--- config.mk ---
export PLATFORM = sky130hd
export DESIGN_NAME = sd_card
export DESIGN_NICKNAME = d
export VERILOG_FILES = /design/src/hdl/sd_pkg.sv /design/src/hdl/sd_block_ram.sv /design/src/hdl/sd_card.sv /design/src/hdl/sd_cmd_exec.sv /design/src/hdl/sd_cmd_rx.sv /design/src/hdl/sd_data_rx.sv /design/src/hdl/sd_tx.sv
export SDC_FILE = /design/constraint.sdc
export NUM_CORES = 2
export LEC_CHECK = 0
export ABC_AREA = 0
export BUFFER_PORTS_ARGS = -buffer_cell sky130_fd_sc_hd__buf_4
export CAP_MARGIN = 20
export CORE_UTILIZATION = 49
export DETAILED_ROUTE_END_ITERATION = 16
export PLACE_DENSITY = 0.64
export SLEW_MARGIN = 40
export SYNTH_ARGS = -nofsm -noshare
export SYNTH_HDL_FRONTEND = slang
export SYNTH_SLANG_ARGS = --single-unit
export TNS_END_PERCENT = 50
--- constraint.sdc ---
create_clock -name sclk -period 5.4 [get_ports sclk]
set_clock_uncertainty 0.05 [all_clocks]
set_input_delay 1.08 -clock sclk [delete_from_list [all_inputs] [get_ports sclk]]
set_output_delay 1.08 -clock sclk [all_outputs]
set_load 0.01 [all_outputs]
--- src/hdl/sd_pkg.sv ---
package sd_pkg;

   // command indices
   localparam logic [5:0] CMD_GO_IDLE     = 6'd0;
   localparam logic [5:0] CMD_IF_COND     = 6'd8;
   localparam logic [5:0] CMD_READ_BLOCK  = 6'd17;
   localparam logic [5:0] CMD_WRITE_BLOCK = 6'd24;
   localparam logic [5:0] CMD_APP         = 6'd55;
   localparam logic [5:0] ACMD_OP_COND    = 6'd41;
   localparam logic [5:0] CMD_READ_OCR    = 6'd58;

   localparam int BLOCK_BYTES     = 16;
   localparam int NUM_BLOCKS      = 16;
   localparam int MEM_AW          = 8;   // byte address
   localparam int BLK_AW          = 4;   // block number
   localparam int MEM_INIT_OFFSET = 3;
   localparam int POWERUP_CLKS    = 74;
   localparam int FRAME_BITS      = 46;  // index, argument, crc7, end bit

   // R1 bit positions
   localparam int R1_IDLE    = 0;
   localparam int R1_ILLEGAL = 2;

   localparam logic [3:0]  CARD_VHS      = 4'b0001;       // 2.7-3.6 V
   localparam logic [31:0] OCR_VALUE     = 32'hC0FF_8000; // done, high capacity, window
   localparam logic [7:0]  TOKEN_START   = 8'hFE;
   localparam logic [7:0]  DATA_RESP_OK  = 8'h05;
   localparam logic [15:0] READ_CRC_FILL = 16'hAAAA;

   // gaps in bytes of ones, busy in clocks
   localparam int NCR_BYTES = 1;
   localparam int NAC_BYTES = 1;
   localparam int BUSY_CLKS = 16;

   // miso phases
   localparam logic [3:0] PH_IDLE  = 4'd0;
   localparam logic [3:0] PH_GAP   = 4'd1;
   localparam logic [3:0] PH_RSP   = 4'd2;
   localparam logic [3:0] PH_NAC   = 4'd3;
   localparam logic [3:0] PH_TOKEN = 4'd4;
   localparam logic [3:0] PH_DATA  = 4'd5;
   localparam logic [3:0] PH_CRC   = 4'd6;
   localparam logic [3:0] PH_DRESP = 4'd7;
   localparam logic [3:0] PH_BUSY  = 4'd8;
   localparam logic [3:0] PH_END   = 4'd9;

   // write receiver states
   localparam logic [2:0] WR_IDLE = 3'd0;
   localparam logic [2:0] WR_HUNT = 3'd1;
   localparam logic [2:0] WR_DATA = 3'd2;
   localparam logic [2:0] WR_CRC  = 3'd3;
   localparam logic [2:0] WR_DONE = 3'd4;

   // command argument, block number or CMD8 fields
   typedef union packed {
      logic [31:0] addr;
      struct packed {
         logic [19:0] rsvd;
         logic [3:0]  vhs;
         logic [7:0]  pattern;
      } if_cond;
   } sd_arg_t;

endpackage

--- src/hdl/sd_block_ram.sv ---
module sd_block_ram
   import sd_pkg::*;
(
   input  logic              sclk,
   input  logic              we,
   input  logic [MEM_AW-1:0] waddr,
   input  logic [7:0]        wdata,
   input  logic [MEM_AW-1:0] raddr,
   output logic [7:0]        rdata
);

   logic [7:0] mem [0:NUM_BLOCKS*BLOCK_BYTES-1];

   // byte n holds n + offset, low byte only
   initial begin
      for (int n = 0; n < NUM_BLOCKS * BLOCK_BYTES; n++)
         mem[n] = 8'(n + MEM_INIT_OFFSET);
   end

   always_ff @(posedge sclk) begin
      if (we)
         mem[waddr] <= wdata;
      rdata <= mem[raddr];   // one cycle read
   end

endmodule

--- src/hdl/sd_card.sv ---
module sd_card
   import sd_pkg::*;
(
   input  logic rstn,
   input  logic sclk,
   input  logic ncs,
   input  logic mosi,
   output logic miso
);

   logic              hold;
   logic              cmd_valid;
   logic [5:0]        cmd_index;
   sd_arg_t           cmd_arg;
   logic              rsp_start;
   logic [2:0]        rsp_bytes;
   logic [39:0]       rsp_word;
   logic              rd_start;
   logic [BLK_AW-1:0] rd_block;
   logic              wr_start;
   logic [BLK_AW-1:0] wr_block;
   logic              tx_busy;
   logic              wr_busy;
   logic              dresp_start;
   logic              we;
   logic [MEM_AW-1:0] waddr;
   logic [7:0]        wdata;
   logic [MEM_AW-1:0] raddr;
   logic [7:0]        rdata;

   sd_cmd_rx sd_cmd_rx_inst (
      .rstn      (rstn),
      .sclk      (sclk),
      .ncs       (ncs),
      .mosi      (mosi),
      .hold      (hold),
      .cmd_valid (cmd_valid),
      .cmd_index (cmd_index),
      .cmd_arg   (cmd_arg)
   );

   sd_cmd_exec sd_cmd_exec_inst (
      .rstn      (rstn),
      .sclk      (sclk),
      .cmd_valid (cmd_valid),
      .cmd_index (cmd_index),
      .cmd_arg   (cmd_arg),
      .tx_busy   (tx_busy),
      .wr_busy   (wr_busy),
      .hold      (hold),
      .rsp_start (rsp_start),
      .rsp_bytes (rsp_bytes),
      .rsp_word  (rsp_word),
      .rd_start  (rd_start),
      .rd_block  (rd_block),
      .wr_start  (wr_start),
      .wr_block  (wr_block)
   );

   sd_tx sd_tx_inst (
      .rstn        (rstn),
      .sclk        (sclk),
      .rsp_start   (rsp_start),
      .rsp_bytes   (rsp_bytes),
      .rsp_word    (rsp_word),
      .rd_start    (rd_start),
      .rd_block    (rd_block),
      .dresp_start (dresp_start),
      .rdata       (rdata),
      .miso        (miso),
      .tx_busy     (tx_busy),
      .raddr       (raddr)
   );

   sd_data_rx sd_data_rx_inst (
      .rstn        (rstn),
      .sclk        (sclk),
      .mosi        (mosi),
      .wr_start    (wr_start),
      .wr_block    (wr_block),
      .wr_busy     (wr_busy),
      .dresp_start (dresp_start),
      .we          (we),
      .waddr       (waddr),
      .wdata       (wdata)
   );

   sd_block_ram sd_block_ram_inst (
      .sclk  (sclk),
      .we    (we),
      .waddr (waddr),
      .wdata (wdata),
      .raddr (raddr),
      .rdata (rdata)
   );

endmodule

--- src/hdl/sd_cmd_exec.sv ---
module sd_cmd_exec
   import sd_pkg::*;
(
   input  logic              rstn,
   input  logic              sclk,
   input  logic              cmd_valid,
   input  logic [5:0]        cmd_index,
   input  sd_arg_t           cmd_arg,
   input  logic              tx_busy,
   input  logic              wr_busy,
   output logic              hold,
   output logic              rsp_start,
   output logic [2:0]        rsp_bytes,
   output logic [39:0]       rsp_word,
   output logic              rd_start,
   output logic [BLK_AW-1:0] rd_block,
   output logic              wr_start,
   output logic [BLK_AW-1:0] wr_block
);

   logic              in_idle;
   logic              app_cmd;
   logic              wr_pend;    // write accepted, R1 still going out
   logic              tx_busy_q;
   logic              rsp_done;
   logic              illegal;
   logic              idle_nxt;
   logic              rd_ok;
   logic              wr_ok;
   logic [7:0]        r1;
   logic [3:0]        vhs_echo;
   logic [31:0]       ocr;
   logic [BLK_AW-1:0] blk_q;

   assign rsp_done = tx_busy_q & ~tx_busy;
   assign hold     = cmd_valid | rsp_start | tx_busy | wr_pend | wr_start | wr_busy;
   assign rd_block = blk_q;
   assign wr_block = blk_q;

   always_comb begin
      if (app_cmd)
         illegal = (cmd_index != ACMD_OP_COND);  // only ACMD41 is an app command here
      else
         illegal = !(cmd_index inside {CMD_GO_IDLE, CMD_IF_COND, CMD_READ_BLOCK,
                                       CMD_WRITE_BLOCK, CMD_APP, CMD_READ_OCR});
      idle_nxt = in_idle;
      if (!illegal && !app_cmd && cmd_index == CMD_GO_IDLE)
         idle_nxt = 1'b1;
      if (!illegal && app_cmd)
         idle_nxt = 1'b0;   // ACMD41 finishes init at once
      r1             = 8'h00;
      r1[R1_IDLE]    = idle_nxt;
      r1[R1_ILLEGAL] = illegal;
      vhs_echo = (cmd_arg.if_cond.vhs == CARD_VHS) ? cmd_arg.if_cond.vhs : 4'h0;
      ocr      = OCR_VALUE;
      ocr[31]  = OCR_VALUE[31] & ~in_idle;
      rd_ok    = !illegal && !in_idle && cmd_index == CMD_READ_BLOCK;
      wr_ok    = !illegal && !in_idle && cmd_index == CMD_WRITE_BLOCK;
   end

   always_ff @(posedge sclk) begin
      if (!rstn) begin
         in_idle   <= 1'b1;
         app_cmd   <= 1'b0;
         wr_pend   <= 1'b0;
         tx_busy_q <= 1'b0;
         rsp_start <= 1'b0;
         rd_start  <= 1'b0;
         wr_start  <= 1'b0;
      end else begin
         tx_busy_q <= tx_busy;
         rsp_start <= cmd_valid;
         rd_start  <= cmd_valid & rd_ok;
         wr_start  <= wr_pend & rsp_done;  // data phase opens after the R1
         if (cmd_valid) begin
            in_idle <= idle_nxt;
            app_cmd <= !illegal && cmd_index == CMD_APP;
            wr_pend <= wr_ok;
         end else if (rsp_done) begin
            wr_pend <= 1'b0;
         end
      end
   end

   always_ff @(posedge sclk) begin
      if (cmd_valid) begin
         blk_q <= cmd_arg.addr[BLK_AW-1:0];
         if (!illegal && cmd_index == CMD_IF_COND) begin
            rsp_bytes <= 3'd5;
            rsp_word  <= {r1, 20'h00000, vhs_echo, cmd_arg.if_cond.pattern};   // R7
         end else if (!illegal && cmd_index == CMD_READ_OCR) begin
            rsp_bytes <= 3'd5;
            rsp_word  <= {r1, ocr};   // R3
         end else begin
            rsp_bytes <= 3'd1;
            rsp_word  <= {r1, 32'h0000_0000};
         end
      end
   end

   // read launch and write launch are separated by the R1 of the write
   assert property (@(posedge sclk) disable iff (!rstn) !(rd_start && wr_start));

endmodule

--- src/hdl/sd_cmd_rx.sv ---
module sd_cmd_rx
   import sd_pkg::*;
(
   input  logic       rstn,
   input  logic       sclk,
   input  logic       ncs,
   input  logic       mosi,
   input  logic       hold,
   output logic       cmd_valid,
   output logic [5:0] cmd_index,
   output sd_arg_t    cmd_arg
);

   logic [6:0]            pu_cnt;
   logic                  pu_done;
   logic                  seen_zero;  // start bit seen, waiting for the 1
   logic                  in_frame;
   logic [5:0]            bit_cnt;
   logic [FRAME_BITS-1:0] frame;

   assign pu_done   = (pu_cnt == 7'(POWERUP_CLKS));
   assign cmd_index = frame[FRAME_BITS-1 -: 6];
   assign cmd_arg   = frame[FRAME_BITS-7 -: 32];  // crc7 and end bit sit below

   always_ff @(posedge sclk) begin
      if (!rstn) begin
         pu_cnt <= '0;
      end else if (!pu_done) begin
         pu_cnt <= pu_cnt + 7'd1;
      end
   end

   always_ff @(posedge sclk) begin
      if (!rstn) begin
         seen_zero <= 1'b0;
         in_frame  <= 1'b0;
         bit_cnt   <= '0;
         cmd_valid <= 1'b0;
      end else begin
         cmd_valid <= 1'b0;
         if (ncs) begin
            seen_zero <= 1'b0;
            in_frame  <= 1'b0;
         end else if (in_frame) begin
            bit_cnt <= bit_cnt + 6'd1;
            if (bit_cnt == 6'(FRAME_BITS - 1)) begin
               in_frame  <= 1'b0;
               cmd_valid <= 1'b1;   // end bit is in frame now
            end
         end else if (!pu_done || hold) begin
            seen_zero <= 1'b0;
         end else if (seen_zero && mosi) begin
            seen_zero <= 1'b0;
            in_frame  <= 1'b1;
            bit_cnt   <= '0;
         end else begin
            seen_zero <= !mosi;
         end
      end
   end

   always_ff @(posedge sclk) begin
      if (in_frame)
         frame <= {frame[FRAME_BITS-2:0], mosi};
   end

   // a frame must not complete while the previous command is still served
   assert property (@(posedge sclk) disable iff (!rstn) $rose(cmd_valid) |-> $past(!hold));

endmodule

--- src/hdl/sd_data_rx.sv ---
module sd_data_rx
   import sd_pkg::*;
(
   input  logic              rstn,
   input  logic              sclk,
   input  logic              mosi,
   input  logic              wr_start,
   input  logic [BLK_AW-1:0] wr_block,
   output logic              wr_busy,
   output logic              dresp_start,
   output logic              we,
   output logic [MEM_AW-1:0] waddr,
   output logic [7:0]        wdata
);

   logic [2:0]                 state;
   logic [MEM_AW-BLK_AW+2:0]   cnt;    // bit within block, then crc bit
   logic [7:0]                 sh;     // token history, then data byte
   logic [BLK_AW-1:0]          blk;

   assign wr_busy = (state != WR_IDLE);

   always_ff @(posedge sclk) begin
      if (!rstn) begin
         state       <= WR_IDLE;
         cnt         <= '0;
         we          <= 1'b0;
         dresp_start <= 1'b0;
      end else begin
         we          <= 1'b0;
         dresp_start <= 1'b0;
         case (state)
            WR_IDLE: begin
               cnt <= '0;
               if (wr_start)
                  state <= WR_HUNT;
            end
            WR_HUNT: begin
               // the token ends at the first 0 on mosi
               if (!mosi)
                  state <= ({sh[6:0], 1'b0} == TOKEN_START) ? WR_DATA : WR_IDLE;
            end
            WR_DATA: begin
               cnt <= cnt + 1'b1;
               if (cnt[2:0] == 3'd7)
                  we <= 1'b1;
               if (cnt == '1)
                  state <= WR_CRC;   // cnt wraps to 0 for the crc
            end
            WR_CRC: begin
               cnt <= cnt + 1'b1;
               if (cnt == 'd15) begin
                  dresp_start <= 1'b1;
                  state       <= WR_DONE;
               end
            end
            default: state <= WR_IDLE;   // busy covers the dresp_start cycle
         endcase
      end
   end

   always_ff @(posedge sclk) begin
      if (state == WR_IDLE) begin
         sh  <= 8'h00;   // too few ones before the 0 spoils the token
         blk <= wr_block;
      end else begin
         sh <= {sh[6:0], mosi};
      end
      if (state == WR_DATA && cnt[2:0] == 3'd7) begin
         wdata <= {sh[6:0], mosi};
         waddr <= {blk, cnt[MEM_AW-BLK_AW+2:3]};
      end
   end

   // a new block only opens once the previous one has drained
   assert property (@(posedge sclk) disable iff (!rstn) wr_start |-> !wr_busy);

endmodule

--- src/hdl/sd_tx.sv ---
module sd_tx
   import sd_pkg::*;
(
   input  logic              rstn,
   input  logic              sclk,
   input  logic              rsp_start,
   input  logic [2:0]        rsp_bytes,
   input  logic [39:0]       rsp_word,
   input  logic              rd_start,
   input  logic [BLK_AW-1:0] rd_block,
   input  logic              dresp_start,
   input  logic [7:0]        rdata,
   output logic              miso,
   output logic              tx_busy,
   output logic [MEM_AW-1:0] raddr
);

   logic [3:0]               phase;
   logic [3:0]               nxt_phase;
   logic [2:0]               bit_cnt;
   logic [4:0]               cnt;        // bytes in phase, or busy clocks
   logic [7:0]               sh;
   logic [7:0]               nxt_byte;
   logic [39:0]              rsp_q;
   logic [2:0]               rsp_len;
   logic                     rd_en;
   logic [BLK_AW-1:0]        rd_blk;
   logic [MEM_AW-BLK_AW-1:0] ptr;        // next byte to fetch
   logic                     last_byte;

   assign tx_busy = (phase != PH_IDLE);
   assign raddr   = {rd_blk, ptr};

   always_comb begin
      case (phase)
         PH_GAP:  last_byte = (cnt == 5'(NCR_BYTES - 1));
         PH_RSP:  last_byte = (cnt == 5'(rsp_len) - 5'd1);
         PH_NAC:  last_byte = (cnt == 5'(NAC_BYTES - 1));
         PH_DATA: last_byte = (ptr == '0);   // wrapped after the last fetch
         PH_CRC:  last_byte = (cnt == 5'd1);
         default: last_byte = 1'b1;
      endcase
   end

   always_comb begin
      nxt_phase = phase;
      nxt_byte  = 8'hFF;
      if (!last_byte) begin
         case (phase)
            PH_RSP:  nxt_byte = rsp_q[39:32];
            PH_DATA: nxt_byte = rdata;
            PH_CRC:  nxt_byte = READ_CRC_FILL[7:0];
            default: nxt_byte = 8'hFF;
         endcase
      end else begin
         case (phase)
            PH_GAP: begin
               nxt_phase = PH_RSP;
               nxt_byte  = rsp_q[39:32];
            end
            PH_RSP:   nxt_phase = rd_en ? PH_NAC : PH_END;
            PH_NAC: begin
               nxt_phase = PH_TOKEN;
               nxt_byte  = TOKEN_START;
            end
            PH_TOKEN: begin
               nxt_phase = PH_DATA;
               nxt_byte  = rdata;
            end
            PH_DATA: begin
               nxt_phase = PH_CRC;
               nxt_byte  = READ_CRC_FILL[15:8];
            end
            PH_DRESP: nxt_phase = PH_BUSY;
            default:  nxt_phase = PH_END;
         endcase
      end
   end

   always_ff @(posedge sclk) begin
      if (!rstn) begin
         phase   <= PH_IDLE;
         miso    <= 1'b1;
         bit_cnt <= '0;
         cnt     <= '0;
         rd_en   <= 1'b0;
         ptr     <= '0;
      end else begin
         case (phase)
            PH_IDLE: begin
               miso    <= 1'b1;
               bit_cnt <= '0;
               cnt     <= '0;
               ptr     <= '0;
               if (rsp_start) begin
                  phase <= PH_GAP;
                  rd_en <= rd_start;
               end else if (dresp_start) begin
                  phase <= PH_DRESP;
                  rd_en <= 1'b0;
               end
            end
            PH_BUSY: begin
               miso <= 1'b0;   // card programming
               cnt  <= cnt + 5'd1;
               if (cnt == 5'(BUSY_CLKS - 1))
                  phase <= PH_END;
            end
            PH_END: begin
               miso  <= 1'b1;
               phase <= PH_IDLE;
            end
            default: begin
               miso    <= sh[7];
               bit_cnt <= bit_cnt + 3'd1;
               if (bit_cnt == 3'd7) begin
                  phase <= nxt_phase;
                  cnt   <= (nxt_phase == phase) ? cnt + 5'd1 : 5'd0;
                  if (nxt_phase == PH_DATA)
                     ptr <= ptr + 1'b1;   // prefetch the following byte
               end
            end
         endcase
      end
   end

   always_ff @(posedge sclk) begin
      if (phase == PH_IDLE) begin
         if (rsp_start) begin
            sh      <= 8'hFF;
            rsp_q   <= rsp_word;
            rsp_len <= rsp_bytes;
            rd_blk  <= rd_block;
         end else if (dresp_start) begin
            sh <= DATA_RESP_OK;
         end
      end else if (phase != PH_BUSY && phase != PH_END) begin
         if (bit_cnt == 3'd7) begin
            sh <= nxt_byte;
            if (nxt_phase == PH_RSP)
               rsp_q <= {rsp_q[31:0], 8'h00};
         end else begin
            sh <= {sh[6:0], 1'b1};
         end
      end
   end

   // upstream stages wait for the previous transfer to drain
   assert property (@(posedge sclk) disable iff (!rstn)
                    (rsp_start || dresp_start) |-> !tx_busy);

endmodule
# Word level (Yosys, flattened, before mapping)
# Memories as Yosys holds them, arrays and structs flattened. A register that Yosys moved wholly into a read port is not among the register bits.
# Index checks and enable logic that the tools add are counted.
# totals
n_memories	1
in_bits	4
elab_cells	219
mem_bits_rw	2048
regBits	222
out_inout_bits	1
# classes
n_addsub	7
bitwise	16
muxes	62
reduce_logical	55
n_eq_ne	42
# mem_list
memory	depth	word_bits	rd	rd_clocked_by_memory_dff	write_ports	line_no	rtl
sd_block_ram_inst.mem	256	8	1	1	1	sd_block_ram.sv:12	logic [7:0] mem [0:NUM_BLOCKS*BLOCK_BYTES-1];
# op_table
cell	count
$mux 40	5
$mux 8	6
$mux 4	9
$pmux 8 s4	1
$mux 31	1
$pmux 4 s6	1
$pmux 8 s3	1
$eq 7x7->1 const B	3
$eq 4x3->1 const B	5
$eq 6x6->1 const B	3
$mux 1	18
$mux 6	3
$reduce_bool 2->1	8
$mux 3	5
$pmux 5 s3	1
$add 7x1->7 const B	2
$pmux 7 s2	1
$eq 4x2->1 const B	3
$eq 6x5->1 const B	2
$logic_and 1x1->1	12
$mux 12	1
$pmux 3 s4	1
$pmux 4 s3	1
$reduce_and 2->1	6
other kinds (43)	83

# Longest topological paths before layout
# depth
ltp_word	9
mapped_depth	15
mapped_depth_nobuf	9

# Modules after synthesis
# From an unflattened synthesis, not the netlist that was laid out.
# unflattened
hier_cells	4545
hier_area_um2	88647.5
# by_module_without_submodules
mod	instances	seq_area_each_um2	area_per_inst_um2	cells_each
sd_block_ram	1	61659.1	79556.3	3733
sd_tx	1	2011.9	3798.6	409
sd_cmd_rx	1	1701.6	2498.6	176
sd_data_rx	1	980.9	1407.6	104
sd_cmd_exec	1	770.7	1386.3	123

# Worst setup path after synthesis
# OpenSTA, ideal clock, no wires.
# synth_path
path_type	register to register
start	register sd_data_rx_inst.wdata[0]
end	memory sd_block_ram_inst.mem[0][0], data pin
setup_ns	0.817
t_arrival_ns	3.228
setup_slack_ns	1.304
synth_period_minus_slack_ns	4.096
n_path_buf	0
stages_incl_launch_ff	1
t_required_ns	4.533
cell_sequence	edfxtp_1
# synth_lines
item	line_no	rtl
start: declaration	sd_data_rx.sv:13	output logic [7:0] wdata
start signal: assignment	sd_data_rx.sv:70	wdata <= {sh[6:0], mosi};
end: declaration	sd_block_ram.sv:12	
# Straight into the memory's write port.

==> metrics.txt <==
Worst Path Arrival=between 4 and 5 ns; TNS Setup=0 ns; Initial Utilization=0.493; post-route ant nets=0; Avg Cell Area, Syn=19.5 µm²; Chip Width=about 430 µm; CP endpoint kind=register; # hold bufs at CTS=0; row count=155; total track usage=0.256; Final WS setup=between 1 and 1.5 ns; fin util=0.552; sequential fraction of the synthesis area=0.764; Final min period=4.06 ns; core area=around 180,000 µm²; HP Start=sd_cmd_rx_inst.frame[7]$_DFFE_PP_; CTS tree=built; Post-synth ARST share=0; DRT iter0 DRCs=5,963; Reg power frac=0.548; Crit. Startpoint=sd_tx_inst.ptr[0]$_SDFFE_PN0P_; Crit Path Max Fanout=37; number of synthesized flops with an enable pin=2,188; final hold violation count=0; Max Buffers Root-to-Sink=3; total routed wirelength=about 230 mm; Mapped Area=87,800 µm²; die footprint=181,000 µm²; Tcrit/Tclk final=0.752; HPWL after DPL=roughly 140 mm; io pins=5; maximum number of pins on one net before global-route repair=between 150 and 200; CTS sink cnt=2,256; PnR Total Power=roughly 0.035 W; area delta synth->final=12.0%; Num CTS Buffers=between 200 and 250; grt ovf=0; slew margin rel.=0.335; Hold Crit Class=reg2reg; Resize count post-CTS=0; routed length per instance=around 33 µm; Pins Over Slew Limit=0; filler instances=about 13,000; count of cell types in the netlist=79; Clock power frac=0.431; status=finished, final reports clean; CP Class=reg2reg; Yosys Warn Count=0; layout cell share with drive strength beyond 1=0.227; htree depth=4; first-pass GRT wire length=roughly 330 mm; critical path launch point type=register; Slew @ Worst Pin=0.998 ns; Setup Buffers After CTS=0; Yosys top cell area share=0.748; gpl congestion=0.887; Critical Path Slowest Stage Cell=dfxtp_4; vias in the first global route=roughly 45,000; P_leak=32.3 nW; post-DR vias/cell=roughly 6.4; MaxCap Viol Count=0; endpoints failing setup=0; Clock transition at path regs=~0.060 ns; number of synthesized register bits=around 2,300; FMAX=0.246 GHz; Nets=between 4,000 and 5,000; Root Driver=clkbuf_16; P_sw=approximately 0.0072 W; post-synth top area cell=edfxtp_1; worst r2r src=sd_tx_inst.ptr[0]$_SDFFE_PN0P_; Worst path max stage delay=about 0.81 ns; I/O Buffers=4; initial antenna violation count=11; Vias=around 46,000; cell count after synthesis=4,501; Switching Fraction=0.205; worst skew pair latency=roughly 0.84 ns; Die Ht=~430 µm; unrepaired setup endpoints after global routing=false; combinational power share=0.021; top_reg_cell synth=edfxtp_1; Power Dens Cells=354 nW/µm²; top cells by area, synth=edfxtp_1, mux4_2, mux2i_1, nor2_1, dfxtp_1; post-place setup slack=approximately 1.3 ns; Post-route DRC=0; Internal=about 0.028 W; Critical Path, Cell by Cell=buf_4, buf_4, mux4_2, a22o_1, a211oi_1, a211oi_1, o311ai_0, nand3_1; DR pass1 iterations=6; Worst EP required=just over 6 ns; VDD IR max=roughly 0.28 mV
-- through the flow --
stage	instances	hold WS, ns	cell area [µm²]
floorplan	4503	0.350	87800
global placement	6714	0.354	90500
detailed placement	6725	0.355	91000
CTS	7131	0.370	98100
global route	7135	0.371	98400
finish	7136	0.369	98400
-- worst max-delay path: cells and delay by family, from the launching register on --
kind | cells | cell delay [ns]
AOI/OAI and AO/OA | 4 | 1.25
muxes | 1 | 0.52
and+or+nand+nor | 1 | 0.14
DFF | 1 | 0.81
buffers and inverters | 2 | 1.10
-- cells by family (layout without fill, tap and decap cells) --
group	Yosys count	count (layout)	synth area share
flip-flops	2256	2256	0.764
AND/OR/NAND/NOR	789	789	0.0404
buffers and inverters	297	574	0.0187
AO/OA/AOI/OAI	504	504	0.0399
other	1	4	0.0000427
XOR/XNOR	11	11	0.00110
adder cells (fa/ha/maj)	13	13	0.00185
multiplexers	630	630	0.134
-- final cells by class --
class,instances,area [µm²],area share
Clock buffer,274,5750,0.0584
Timing Repair Buffer,144,1560,0.0158
Tap cell,2355,2950,0.0300
Multi-Input combinational cell,1950,19700,0.200
Antenna cell,1,2.50,0.0000254
Sequential cell,2256,67100,0.682
Inverter,24,92.6,0.000941
Clock inverter,132,1280,0.0130
-- power groups by stage --
stage	Clock, W	Combinational (W)	Sequential [W]
floorplan	0	0.000588	0.0194
global placement	0	0.000719	0.0195
detailed placement	0	0.000739	0.0195
CTS	0.0151	0.000740	0.0191
global route	0.0158	0.000827	0.0191
finish	0.0150	0.000739	0.0191
-- registers in the layout, summed over array words and instances (netlist names), 8 cells and up --
name / cells
sd_data_rx_inst.waddr: 8
sd_cmd_exec_inst.rsp_word: 16
sd_cmd_rx_inst.frame: 46
sd_block_ram_inst.rdata: 8
sd_tx_inst.sh: 8
sd_block_ram_inst.mem: 2048
sd_data_rx_inst.wdata: 8
sd_tx_inst.rsp_q: 40
-- cell usage after synthesis (29+ instances only) --
library cell and count:
o21ai_0 53, a21oi_1 113, edfxtp_1 2188, nand3_1 46, mux2i_1 192, clkbuf_1 128
buf_2 76, dfxtp_1 68, o221ai_1 42, a22oi_1 72, buf_6 29, and2_1 41
nand2_1 179, o22ai_1 41, nor2_1 367, mux4_2 416
-- placed cells by master (no fill, tap or decap), drive strengths merged, types with 13 or more instances in the layout --
cell type and count:
nor2b 20, a22oi 72, nor2 367, nor4 18, o221ai 42, nand2 179, and2 41, ha 13
and3 13, clkbuf 274, a31oi 17, nand2b 14, bufinv 18, a22o 13, o21ai 56, inv 27
a2111oi 16, a21oi 113, a221oi 29, a21o 13, edfxtp 2188, nand4 17, mux2i 192, buf 144
nand3 46, mux4 433, dfxtp 68, clkinv 104, o22ai 41, or3 14, nor3 26, a211oi 28
-- worst paths after layout --
path,endpoint,slack (ns),depth (start not counted)
worst min-delay path,sd_cmd_rx_inst.frame[8]$_DFFE_PP_,0.37,0
worst max register to register,sd_block_ram_inst.rdata[4]$_DFF_P_,1.34,8
worst min register to register,sd_cmd_rx_inst.frame[8]$_DFFE_PP_,0.37,0
worst max-delay path,sd_block_ram_inst.rdata[4]$_DFF_P_,1.34,8
-- per-layer routing --
| metal | vias up | share of wire | global-route usage |
|---|---|---|---|
| met5 | - | 0.00036 | 0 |
| met4 | 14 | 0.041 | 0.0996 |
| met3 | 467 | 0.099 | 0.0581 |
| met2 | 2495 | 0.47 | 0.392 |
| met1 | 23956 | 0.39 | 0.360 |
| li1 | 18617 | - | - |
Note: power is estimated with default switching activity, not from simulation.
